File: config.mk
export PLATFORM = sky130hd
export DESIGN_NAME = ntm_output_top
export DESIGN_NICKNAME = d
export VERILOG_FILES = /design/src/verilog/ntm_pkg.sv /design/src/verilog/ntm_dot_engine.sv /design/src/verilog/ntm_memory_arbiter.sv /design/src/verilog/ntm_operand_memory.sv /design/src/verilog/ntm_output_top.sv /design/src/verilog/ntm_output_vector.sv
export VERILOG_INCLUDE_DIRS = /design/src /design/src/verilog
export SDC_FILE = /design/constraint.sdc
export NUM_CORES = 2
export LEC_CHECK = 0
export ABC_AREA = 1
export BUFFER_PORTS_ARGS = -buffer_cell sky130_fd_sc_hd__buf_2
export CAP_MARGIN = 20
export CORE_UTILIZATION = 25
export CTS_CLUSTER_DIAMETER = 80
export DETAILED_ROUTE_END_ITERATION = 10
export GPL_TIMING_DRIVEN = 1
export PLACE_DENSITY = 0.41
export SYNTH_ARGS = -nofsm -noshare
export SYNTH_HDL_FRONTEND = slang
export SYNTH_HIERARCHICAL = 1
export SYNTH_SLANG_ARGS = --single-unit
File: constraint.sdc
create_clock -name CLK -period 5.5 [get_ports CLK]
set_input_delay 0.275 -clock CLK [delete_from_list [all_inputs] [get_ports CLK]]
set_output_delay 0.275 -clock CLK [all_outputs]
set_load 0.05 [all_outputs]
File: src/verilog/ntm_defs.svh
`ifndef NTM_DEFS_SVH
`define NTM_DEFS_SVH

// Datapath widths
`define NTM_DATA_WIDTH 16
`define NTM_ADDR_WIDTH 6

// Largest run-time sizes
`define NTM_Y_MAX 4
`define NTM_R_MAX 2
`define NTM_W_MAX 4
`define NTM_L_MAX 4

// Operand regions, K row is R_MAX*W_MAX long, U row is L_MAX long
`define NTM_K_BASE 0
`define NTM_R_BASE 32
`define NTM_U_BASE 40
`define NTM_H_BASE 56

// Consumer credits after reset
`define NTM_CREDIT_INIT 2

`define NTM_MEM_DEPTH 60

`endif

File: src/verilog/ntm_pkg.sv
`include "ntm_defs.svh"

package ntm_pkg;

  ////////////////////
  // Datapath types
  ////////////////////

  // One operand or one output element
  typedef logic [`NTM_DATA_WIDTH-1:0] data_t;

  // Word address into operand memory
  typedef logic [`NTM_ADDR_WIDTH-1:0] addr_t;

  // Run-time size, loop count or index
  typedef logic [3:0] size_t;

  ////////////////////
  // Controller FSM
  ////////////////////

  typedef enum logic [1:0] {
    IDLE,
    LAUNCH,
    WAIT,
    SEND
  } ovec_state_t;

endpackage
File: src/verilog/ntm_dot_engine.sv
`timescale 1ns/1ps

module ntm_dot_engine
  import ntm_pkg::*;
(
  input  logic  CLK,
  input  logic  RST,

  // Job control
  input  logic  start,
  input  addr_t base_a,
  input  addr_t base_b,
  input  size_t length,

  // Arbiter side
  output logic  req,
  output addr_t addr,
  input  logic  gnt,
  input  logic  rvalid,
  input  data_t rdata,

  // Completion
  output logic  done,
  output data_t result
);

  // Job parameters captured at start
  addr_t base_a_r;
  addr_t base_b_r;
  size_t len_r;

  // Issue side, next pair and a/b phase
  size_t iss_pair;
  logic  iss_b;

  // Return side, pair being assembled
  size_t rcv_pair;
  logic  rcv_b;

  // a word parked until its b word arrives
  data_t a_word;
  data_t prod;

  ////////////////////
  // Request issue
  ////////////////////

  assign addr = iss_b ? addr_t'(base_b_r + addr_t'(iss_pair))
                      : addr_t'(base_a_r + addr_t'(iss_pair));

  // Wrapped product, upper half dropped
  assign prod = data_t'(a_word * rdata);

  always_ff @(posedge CLK or posedge RST) begin
    if (RST) begin
      base_a_r <= '0;
      base_b_r <= '0;
      len_r    <= '0;
      req      <= 1'b0;
      iss_pair <= '0;
      iss_b    <= 1'b0;
    end else if (start) begin
      base_a_r <= base_a;
      base_b_r <= base_b;
      len_r    <= length;
      // Empty run never touches memory
      req      <= (length != '0);
      iss_pair <= '0;
      iss_b    <= 1'b0;
    end else if (gnt) begin
      iss_b <= ~iss_b;
      if (iss_b) begin
        iss_pair <= iss_pair + size_t'(1);
        // Last b read just went out
        if (iss_pair == len_r - size_t'(1)) begin
          req <= 1'b0;
        end
      end
    end
  end

  ////////////////////
  // Accumulate
  ////////////////////

  always_ff @(posedge CLK) begin
    if (rvalid && !rcv_b) begin
      a_word <= rdata;
    end
  end

  always_ff @(posedge CLK or posedge RST) begin
    if (RST) begin
      rcv_pair <= '0;
      rcv_b    <= 1'b0;
      result   <= '0;
      done     <= 1'b0;
    end else begin
      done <= 1'b0;
      if (start) begin
        rcv_pair <= '0;
        rcv_b    <= 1'b0;
        result   <= '0;
        done     <= (length == '0);
      end else if (rvalid) begin
        rcv_b <= ~rcv_b;
        if (rcv_b) begin
          result   <= result + prod;
          rcv_pair <= rcv_pair + size_t'(1);
          // Final product in, result stays until next start
          done     <= (rcv_pair == len_r - size_t'(1));
        end
      end
    end
  end

endmodule

File: src/verilog/ntm_memory_arbiter.sv
`timescale 1ns/1ps

module ntm_memory_arbiter
  import ntm_pkg::*;
(
  input  logic  CLK,
  input  logic  RST,

  // Requesters, a is K.r engine, b is U.h engine
  input  logic  req_a,
  input  logic  req_b,
  input  addr_t addr_a,
  input  addr_t addr_b,
  output logic  gnt_a,
  output logic  gnt_b,
  output logic  rvalid_a,
  output logic  rvalid_b,
  output data_t rdata,

  // Memory read port
  output logic  rd_en,
  output addr_t rd_addr,
  input  data_t rd_data
);

  // Set when b got the last grant
  logic last_b;

  // Which requester owns the read in flight
  logic pend_a;
  logic pend_b;

  ////////////////////
  // Grant decision
  ////////////////////

  // a wins alone or when b was served last
  assign gnt_a = req_a & (~req_b | last_b);
  assign gnt_b = req_b & ~gnt_a;

  assign rd_en   = gnt_a | gnt_b;
  assign rd_addr = gnt_a ? addr_a : addr_b;

  always_ff @(posedge CLK or posedge RST) begin
    if (RST) begin
      last_b <= 1'b0;
      pend_a <= 1'b0;
      pend_b <= 1'b0;
    end else begin
      // Only a real grant moves the round-robin pointer
      if (rd_en) begin
        last_b <= gnt_b;
      end
      pend_a <= gnt_a;
      pend_b <= gnt_b;
    end
  end

  ////////////////////
  // Read return
  ////////////////////

  // Shared data bus, rvalid picks the owner
  assign rvalid_a = pend_a;
  assign rvalid_b = pend_b;
  assign rdata    = rd_data;

endmodule

File: src/verilog/ntm_operand_memory.sv
`timescale 1ns/1ps

`include "ntm_defs.svh"

module ntm_operand_memory
  import ntm_pkg::*;
(
  input  logic  CLK,

  // Host load side
  input  logic  wr_en,
  input  addr_t wr_addr,
  input  data_t wr_data,

  // Arbitrated read side
  input  logic  rd_en,
  input  addr_t rd_addr,
  output data_t rd_data
);

  // Operand words, contents come from the host only
  data_t mem [`NTM_MEM_DEPTH];

  ////////////////////
  // Write port
  ////////////////////

  always_ff @(posedge CLK) begin
    if (wr_en) begin
      mem[wr_addr] <= wr_data;
    end
  end

  ////////////////////
  // Read port
  ////////////////////

  // One cycle latency, data held between reads
  always_ff @(posedge CLK) begin
    if (rd_en) begin
      rd_data <= mem[rd_addr];
    end
  end

endmodule

File: src/verilog/ntm_output_top.sv
`timescale 1ns/1ps

module ntm_output_top
  import ntm_pkg::*;
(
  input  logic  CLK,
  input  logic  RST,

  // Host load port
  input  logic  wr_en,
  input  addr_t wr_addr,
  input  data_t wr_data,

  // Run control
  input  size_t size_y,
  input  size_t size_r,
  input  size_t size_w,
  input  size_t size_l,
  input  logic  start,
  output logic  busy,
  output logic  done,

  // Output stream
  output logic  y_valid,
  output size_t y_index,
  output data_t y_data,
  input  logic  y_credit
);

  // Memory read port
  logic  rd_en;
  addr_t rd_addr;
  data_t rd_data;
  data_t rdata;

  // K.r engine
  logic  kr_req, kr_gnt, kr_rvalid, kr_start, kr_done;
  addr_t kr_addr, kr_base_a, kr_base_b;
  size_t kr_length;
  data_t kr_result;

  // U.h engine
  logic  uh_req, uh_gnt, uh_rvalid, uh_start, uh_done;
  addr_t uh_addr, uh_base_a, uh_base_b;
  size_t uh_length;
  data_t uh_result;

  ntm_operand_memory mem (
    .CLK     (CLK),
    .wr_en   (wr_en),
    .wr_addr (wr_addr),
    .wr_data (wr_data),
    .rd_en   (rd_en),
    .rd_addr (rd_addr),
    .rd_data (rd_data)
  );

  ntm_memory_arbiter arb (
    .CLK      (CLK),
    .RST      (RST),
    .req_a    (kr_req),
    .req_b    (uh_req),
    .addr_a   (kr_addr),
    .addr_b   (uh_addr),
    .gnt_a    (kr_gnt),
    .gnt_b    (uh_gnt),
    .rvalid_a (kr_rvalid),
    .rvalid_b (uh_rvalid),
    .rdata    (rdata),
    .rd_en    (rd_en),
    .rd_addr  (rd_addr),
    .rd_data  (rd_data)
  );

  ntm_dot_engine kr_engine (
    .CLK    (CLK),
    .RST    (RST),
    .start  (kr_start),
    .base_a (kr_base_a),
    .base_b (kr_base_b),
    .length (kr_length),
    .req    (kr_req),
    .addr   (kr_addr),
    .gnt    (kr_gnt),
    .rvalid (kr_rvalid),
    .rdata  (rdata),
    .done   (kr_done),
    .result (kr_result)
  );

  ntm_dot_engine uh_engine (
    .CLK    (CLK),
    .RST    (RST),
    .start  (uh_start),
    .base_a (uh_base_a),
    .base_b (uh_base_b),
    .length (uh_length),
    .req    (uh_req),
    .addr   (uh_addr),
    .gnt    (uh_gnt),
    .rvalid (uh_rvalid),
    .rdata  (rdata),
    .done   (uh_done),
    .result (uh_result)
  );

  ntm_output_vector ctrl (
    .CLK       (CLK),
    .RST       (RST),
    .size_y    (size_y),
    .size_r    (size_r),
    .size_w    (size_w),
    .size_l    (size_l),
    .start     (start),
    .busy      (busy),
    .done      (done),
    .kr_start  (kr_start),
    .uh_start  (uh_start),
    .kr_base_a (kr_base_a),
    .kr_base_b (kr_base_b),
    .uh_base_a (uh_base_a),
    .uh_base_b (uh_base_b),
    .kr_length (kr_length),
    .uh_length (uh_length),
    .kr_done   (kr_done),
    .uh_done   (uh_done),
    .kr_result (kr_result),
    .uh_result (uh_result),
    .y_valid   (y_valid),
    .y_index   (y_index),
    .y_data    (y_data),
    .y_credit  (y_credit)
  );

endmodule

File: src/verilog/ntm_output_vector.sv
`timescale 1ns/1ps

`include "ntm_defs.svh"

module ntm_output_vector
  import ntm_pkg::*;
(
  input  logic  CLK,
  input  logic  RST,

  // Run control
  input  size_t size_y,
  input  size_t size_r,
  input  size_t size_w,
  input  size_t size_l,
  input  logic  start,
  output logic  busy,
  output logic  done,

  // Engine control
  output logic  kr_start,
  output logic  uh_start,
  output addr_t kr_base_a,
  output addr_t kr_base_b,
  output addr_t uh_base_a,
  output addr_t uh_base_b,
  output size_t kr_length,
  output size_t uh_length,
  input  logic  kr_done,
  input  logic  uh_done,
  input  data_t kr_result,
  input  data_t uh_result,

  // Output stream
  output logic  y_valid,
  output size_t y_index,
  output data_t y_data,
  input  logic  y_credit
);

  ovec_state_t state;

  // Run-time sizes held for the whole run
  size_t size_y_r;

  // Engine finish flags for current y
  logic kr_seen;
  logic uh_seen;
  logic both_done;

  // Credits left at the consumer
  logic [2:0] credits;

  ////////////////////
  // Engine setup
  ////////////////////

  // Both engines launch together
  assign kr_start = (state == LAUNCH);
  assign uh_start = (state == LAUNCH);

  // Row of K and row of U for current y
  assign kr_base_a = addr_t'(`NTM_K_BASE) +
                     addr_t'(y_index) * addr_t'(`NTM_R_MAX * `NTM_W_MAX);
  assign uh_base_a = addr_t'(`NTM_U_BASE) + addr_t'(y_index) * addr_t'(`NTM_L_MAX);

  // r and h vectors are shared by all y
  assign kr_base_b = addr_t'(`NTM_R_BASE);
  assign uh_base_b = addr_t'(`NTM_H_BASE);

  assign both_done = (kr_seen | kr_done) & (uh_seen | uh_done);

  ////////////////////
  // Output element
  ////////////////////

  // Only while a credit is left
  assign y_valid = (state == SEND) && (credits != '0);
  assign y_data  = kr_result + uh_result;

  // Return and spend in one cycle cancel out
  always_ff @(posedge CLK or posedge RST) begin
    if (RST) begin
      credits <= 3'(`NTM_CREDIT_INIT);
    end else if (y_credit && !y_valid) begin
      credits <= credits + 3'd1;
    end else if (!y_credit && y_valid) begin
      credits <= credits - 3'd1;
    end
  end

  ////////////////////
  // Sequencer FSM
  ////////////////////

  always_ff @(posedge CLK or posedge RST) begin
    if (RST) begin
      state     <= IDLE;
      busy      <= 1'b0;
      done      <= 1'b0;
      size_y_r  <= '0;
      kr_length <= '0;
      uh_length <= '0;
      y_index   <= '0;
      kr_seen   <= 1'b0;
      uh_seen   <= 1'b0;
    end else begin
      done <= 1'b0;
      case (state)
        IDLE: begin
          if (start) begin
            size_y_r  <= size_y;
            // K.r runs over all (i, k) of one row
            kr_length <= size_t'(size_r * size_w);
            uh_length <= size_l;
            y_index   <= '0;
            busy      <= 1'b1;
            state     <= LAUNCH;
          end
        end
        LAUNCH: begin
          kr_seen <= 1'b0;
          uh_seen <= 1'b0;
          state   <= WAIT;
        end
        WAIT: begin
          // Done pulses may come in either order
          kr_seen <= kr_seen | kr_done;
          uh_seen <= uh_seen | uh_done;
          if (both_done) begin
            state <= SEND;
          end
        end
        SEND: begin
          // Stall here with no credit, engines stay idle
          if (y_valid) begin
            if (y_index == size_y_r - size_t'(1)) begin
              done  <= 1'b1;
              busy  <= 1'b0;
              state <= IDLE;
            end else begin
              y_index <= y_index + size_t'(1);
              state   <= LAUNCH;
            end
          end
        end
        default: state <= IDLE;
      endcase
    end
  end

endmodule

### Word level (Yosys, flattened, before mapping)

Memory sizes are Yosys's and may differ from the RTL's. A register that Yosys moved wholly into a read port is not among the register bits.
Index checks and enable logic that the tools add are counted.

* flip-flop bits (word level): 135
* RAM bits: 960
* bits of input ports: 43
* output and inout port bits: 23
* word-level logic and storage cells: 186
* memories kept: 1

Memory list
* mem.mem: words 60, width 16, read ports 1, clocked after Yosys merged registers in 1, wr ports 1, RTL line ntm_operand_memory.sv:22 `` data_t mem [`NTM_MEM_DEPTH]; ``

* add/subtract/negate cells: 18
* $mul: 3
* equal/unequal tests: 13
* multiplexer cells: 65
* bitwise logic cells: 13
* reduce and logical (&&, ||, !) cells: 38

Operator list (count)
* 16-bit 2-to-1 mux: 6
* 4-bit 2-to-1 mux: 15
* 16-bit adder: 3
* 16-bit by 16-bit multiplier with 16-bit output: 2
* 1-bit 2-to-1 mux: 31
* 2-bit nonzero test: 13
* 4-bit by 1-bit adder with 4-bit output (second input constant): 5
* 4-bit == test: 5
* 6-bit by 4-bit adder with 6-bit output: 3
* 6-bit 2-to-1 mux: 3
* 4-bit by 1-bit subtractor with 4-bit output (second input constant): 3
* 2-bit AND reduction: 5
* 3-bit AND reduction: 3
* 4-bit zero test: 2
* 2-bit case mux with 4 select lines: 1
* 4-bit case mux with 2 select lines: 1
* 4-bit AND reduction: 2
* 4-bit nonzero test: 2
* 4-bit by 5-bit adder with 6-bit output: 1
* 6-bit adder (first input constant): 1
* 2-bit 2-to-1 mux: 3
* 3-bit 2-to-1 mux: 2
* 2-bit inequality test (second input constant): 3
* 1-bit inverter: 6
* other kinds (13): 29

### Longest topological paths before layout

* depth after elaboration: 7
* mapped depth: 30
* mapped depth without buffers: 28

### Cells and area by module

The synthesis kept the hierarchy.

Modules (own cells, without submodules)
* ntm_operand_memory: times used 1, cells each 3387, area each 39908.3 sq um, sequential area each 29308.1 sq um
* ntm_dot_engine at uh_engine: times used 1, cells each 964, area each 7353.3 sq um, sequential area each 1581.5 sq um
* ntm_dot_engine at kr_engine: times used 1, cells each 945, area each 7302.0 sq um, sequential area each 1581.5 sq um
* ntm_output_vector: times used 1, cells each 353, area each 2474.9 sq um, sequential area each 626.9 sq um
* ntm_memory_arbiter: times used 1, cells each 47, area each 330.3 sq um, sequential area each 75.1 sq um

### Least setup slack after synthesis

Ideal clock, no wire load.

* path type: reg2reg
* from: register mem.rd_data[1] (read register of mem.mem)
* to: register uh_engine.result[14]
* library setup time: 0.129 ns
* data arrival time: 5.188 ns
* data required time: 5.371 ns
* setup slack: 0.183 ns
* stages on the path, launching flop included: 28
* buffers on the path: 3
* period minus slack after synthesis: 5.317 ns
* cells stage by stage: edfxtp_1 -> buf_4 -> clkbuf_2 -> clkbuf_1 -> nand2_1 -> inv_1 -> fa_1 -> inv_1 -> fa_1 -> fa_1 -> fa_1 -> inv_1 -> fa_1 -> inv_1 -> fa_1 -> inv_1 -> ha_1 -> nand2_1 -> nor3_1 -> nand3_1 -> nand3_1 -> nand2_1 -> nand2_1 -> nand2_1 -> nand2_1 -> a21oi_1 -> o21ai_0 -> o21ai_0

* word-level cells in the longest chain between the ends: 5

Ends and longest elaborated chain
* start: declaration: RTL line ntm_operand_memory.sv:18 `output data_t rd_data`
* 16-bit by 16-bit multiplier with 16-bit output: RTL line ntm_dot_engine.sv:52 `assign prod = data_t'(a_word * rdata);`
* 16-bit adder: RTL line ntm_dot_engine.sv:108 `result <= result + prod;`
* 16-bit 2-to-1 mux: RTL line ntm_dot_engine.sv:107 `if (rcv_b) begin`
* 16-bit 2-to-1 mux: RTL line ntm_dot_engine.sv:105 `end else if (rvalid) begin`
* 16-bit 2-to-1 mux: RTL line ntm_dot_engine.sv:100 `if (start) begin`
* end signal: assignment: RTL line ntm_dot_engine.sv:108
* end: declaration: RTL line ntm_dot_engine.sv:24 `output data_t result`

Every way passes these cells. The select of a mux whose other input is x is not followed.
A chain may end at the register's enable or synchronous reset.

### Final worst setup path

* from: register mem.rd_data[6] (read register of mem.mem)
* to: register uh_engine.result[14]

The elaborated chain is that of the path after synthesis.

==> impl_metrics.toml <==
[run_status]
status = "completed"

[drt]
detail_route.wl_per_cell_um = 19.09
ant_nets = 0
drcViolationCount = 0
wirelength_mm = 171.1
drtPass1Iterations = 5
drt_iter0_markers = 2654
vias = 39310
vias_per_cell = 4.385

[power]
pwr-share-clk = 0.477
p_seq_frac = 0.505
peakVddDrop_mv = 0.2858
power.internal_mw = 14.52
power_per_cell_area_mw_per_mm2 = 279.5
power_mw = 18.60
power.switching_mw = 4.080
total_leakage_power_nw = 27.47
p_sw_frac = 0.2193
power_frac_comb = 0.018

[global_routing]
grt-ovfl-total = 0
antenna_found_initial = 10
grt_pass1_vias = 38900
grt.total_usage = 0.1475
grt_max_degree = 111
grt_pass1_wl_mm = 256.5

[placed_design]
hpwl_mm = 107.0
gp_congestion = 0.8433
portBuffers = 65

[synthesis]
synth_edf_count = 1008
synth_ff_type = "edfxtp_1"
synthArstFlopShare = 0.1032
netlist_area_sq_mm = 0.05737
ys_warn_count = 6
syn_avg_cell_area_sq_um = 10.07
ys_seq_area_frac = 0.5782
ys_seq_elements = 1124
postSynthCellCount = 5696
synth.lib_cells_used.distinct = 46

[flow_run]
cap_violations = 0

[timing]
fin_setup_tns_ns = 0
finalSetupViolCount = 0
min_period_over_period = 0.9799
slew_headroom = 0.2209
whs_ns = 0.05423
fin_skew_ns = 0.06235
timing.final.hold_violations = 0
rsz0062_at_grt = "true"
maxSlewViolCount = 0
fin_crit_ns = 5.389
worst_slew_pin_slew_ns = 1.165
fmax_ghz = 0.1855

[cts]
clockBufferDepth = 3
cts_tree = "done"
clkLatencyLatePin_ns = 0.78
cts-root-buf = "clkbuf_16"
cts_buffers = 141
cts.sinks = 1124
htreeDepth = 4
cts.clk_slew.worst_paths_ns = 0.05

[critical_path]
critPathLaunchType = "register"
worstPathMaxFanout = 8
end_kind = "register"
critical_path_class = "register to register"
worst_ep_arrival_time_ns = 6.02
crit_required_ns = 6.13

[final_layout]
final_layout_size_suffix_gt1_frac = 0.1013
layout_common_cells = "nand2_1 (1748), edfxtp_1 (1008), nand3_1 (824), inv_1 (668), nor2_1 (229)"
mostFrequentLayoutCell = "nand2_1"
syn_to_final_growth_pct = 16.03
nNetsFinal = 6222

[die]
row_count = 175
die-area_sq_mm = 0.2314
core_area_sq_mm = 0.2277
die_h_um = 481.0
start_util = 0.2519
die_w_um = 481.0
ios = 66

[worst_hold_path]
hold_class = "input pin to asynchronous set/reset pin"
final timing paths:
kind / end / cells after the start / slack, ns / start
min in group CLK: ctrl/kr_length[3] / 7 / 0.12 / size_w[3]
worst min register to register: kr_engine/base_a_r[1] / 2 / 0.46 / kr_engine/base_a_r[1]
worst min-delay path: ctrl/uh_length[2] / 3 / 0.05 / RST
worst max-delay path: uh_engine/result[14] / 25 / 0.11 / mem/rd_data[6]
worst max register to register: uh_engine/result[14] / 25 / 0.11 / mem/rd_data[6]
max in group asynchronous: kr_engine/result[12] / 4 / 4.67 / RST
per-stage QoR:
step | instance area, sq um | util | std cells | setup WS (ns)
floorplan | 57430 | - | 5711 | 0.1827
global placement | 61390 | 0.2696 | 8659 | -0.04244
detailed placement | 61430 | 0.2698 | 8662 | -0.1036
CTS | 66070 | 0.2902 | 8940 | 0.0008091
global route | 66560 | 0.2923 | 8963 | -0.05530
finish | 66560 | 0.2923 | 8965 | 0.1105
worst max-delay path, cell delays in order, from the launching register on:
cell,delay (ns)
edfxtp_1,0.46
buf_6,0.18
nand2_4,0.05
inv_2,0.04
fa_1,0.54
inv_2,0.04
fa_1,0.55
fa_1,0.44
fa_1,0.53
inv_2,0.04
fa_1,0.47
inv_1,0.05
fa_1,0.51
inv_2,0.05
ha_4,0.30
nand2_4,0.06
nor3_4,0.20
nand2_1,0.11
nand3_2,0.11
nand2_2,0.07
nand2_2,0.08
nand2_2,0.05
nand2_2,0.08
a21oi_2,0.05
o21ai_1,0.08
o21ai_1,0.08
per-layer routing:
layer  share of wire  vias up  global-route usage
met5               0        -                   0
met4           0.027        0             0.04190
met3           0.038      246             0.02080
met2            0.46      721              0.2394
met1            0.47    19430              0.2038
li1                -    18920                   -
layout make-up:
cell class | instances | area, sq um
Inverter | 693 | 2619
Antenna cell | 2 | 5.005
Fill cell | 23710 | 161200
Multi-Input combinational cell | 3584 | 20160
Clock inverter | 75 | 678.2
Tap cell | 3009 | 3765
Sequential cell | 1124 | 33170
Timing Repair Buffer | 298 | 2422
Clock buffer | 180 | 3736
power by group through the flow:
stage / clock, mW / sequential, mW / combinational (mW)
global route: 9.45 / 9.39 / 0.370
detailed placement: 0 / 9.57 / 0.334
finish: 8.87 / 9.39 / 0.336
floorplan: 0 / 9.56 / 0.103
global placement: 0 / 9.57 / 0.327
CTS: 9.14 / 9.39 / 0.346
kinds of logic after synthesis:
logic type / share of synthesized area
compound gates: 0.02486
simple gates: 0.2116
flops: 0.5782
xor+xnor: 0.008680
other cells: 0.0001309
buf+inv: 0.07766
fa+ha+maj: 0.09862
mux: 0.0001963
what timing repair did:
item / in CTS / in global routing
cloned: 0 / 0
hold buffers: 19 / 0
gates resized for setup: 2 / 88
buffers inserted: 4 / 23
setup endpoints to repair: 2 / 7
pin swaps: 0 / 55
endpoints found under the hold margin: 132 / 0
cell usage after synthesis, types with 2 or more instances:
cell type     n  area [sq um]
nand2_4       2         22.52
o22ai_1      16         100.1
a22o_1        6         52.55
a21oi_1      66         330.3
fa_1        192          3844
o21ai_0     140         700.7
clkbuf_1     84         315.3
buf_2        83         415.4
nand3_2       5         50.05
dfrtp_1     115          2878
nand3_1     830          4154
nor4_1        6         37.54
nand2_1    1767          6633
xnor2_1      23         201.4
nor2_2        9         56.30
ha_1        145          1814
a211oi_1      2         15.01
buf_1        35         131.4
o21a_1        4         30.03
a2111oi_0     2         17.52
o211ai_1      6         45.04
clkbuf_2      4         20.02
a21oi_2       2         17.52
buf_4        54         405.4
nor3_1       10         50.05
buf_6        49         551.8
o21ai_1      17         85.08
or2_2         4         25.02
nand2_2       7         43.79
nor2_1      247         927.1
nand4_1      14         87.58
edfxtp_1   1008         30270
inv_1       688          2582
a31o_2        2         17.52
xor2_1       32         280.3
inv_2         5         18.77
nand3b_1      5         37.54
conb_1        2         7.510
registers in the layout, summed over array words and instances (netlist names), 6 cells and up:
name	count
kr_engine/a_word	16
kr_engine/base_a_r	6
kr_engine/base_b_r	6
kr_engine/result	16
mem/mem	960
mem/rd_data	16
uh_engine/a_word	16
uh_engine/base_a_r	6
uh_engine/base_b_r	6
uh_engine/result	16
No activity file was read; power rests on OpenSTA's default activity.
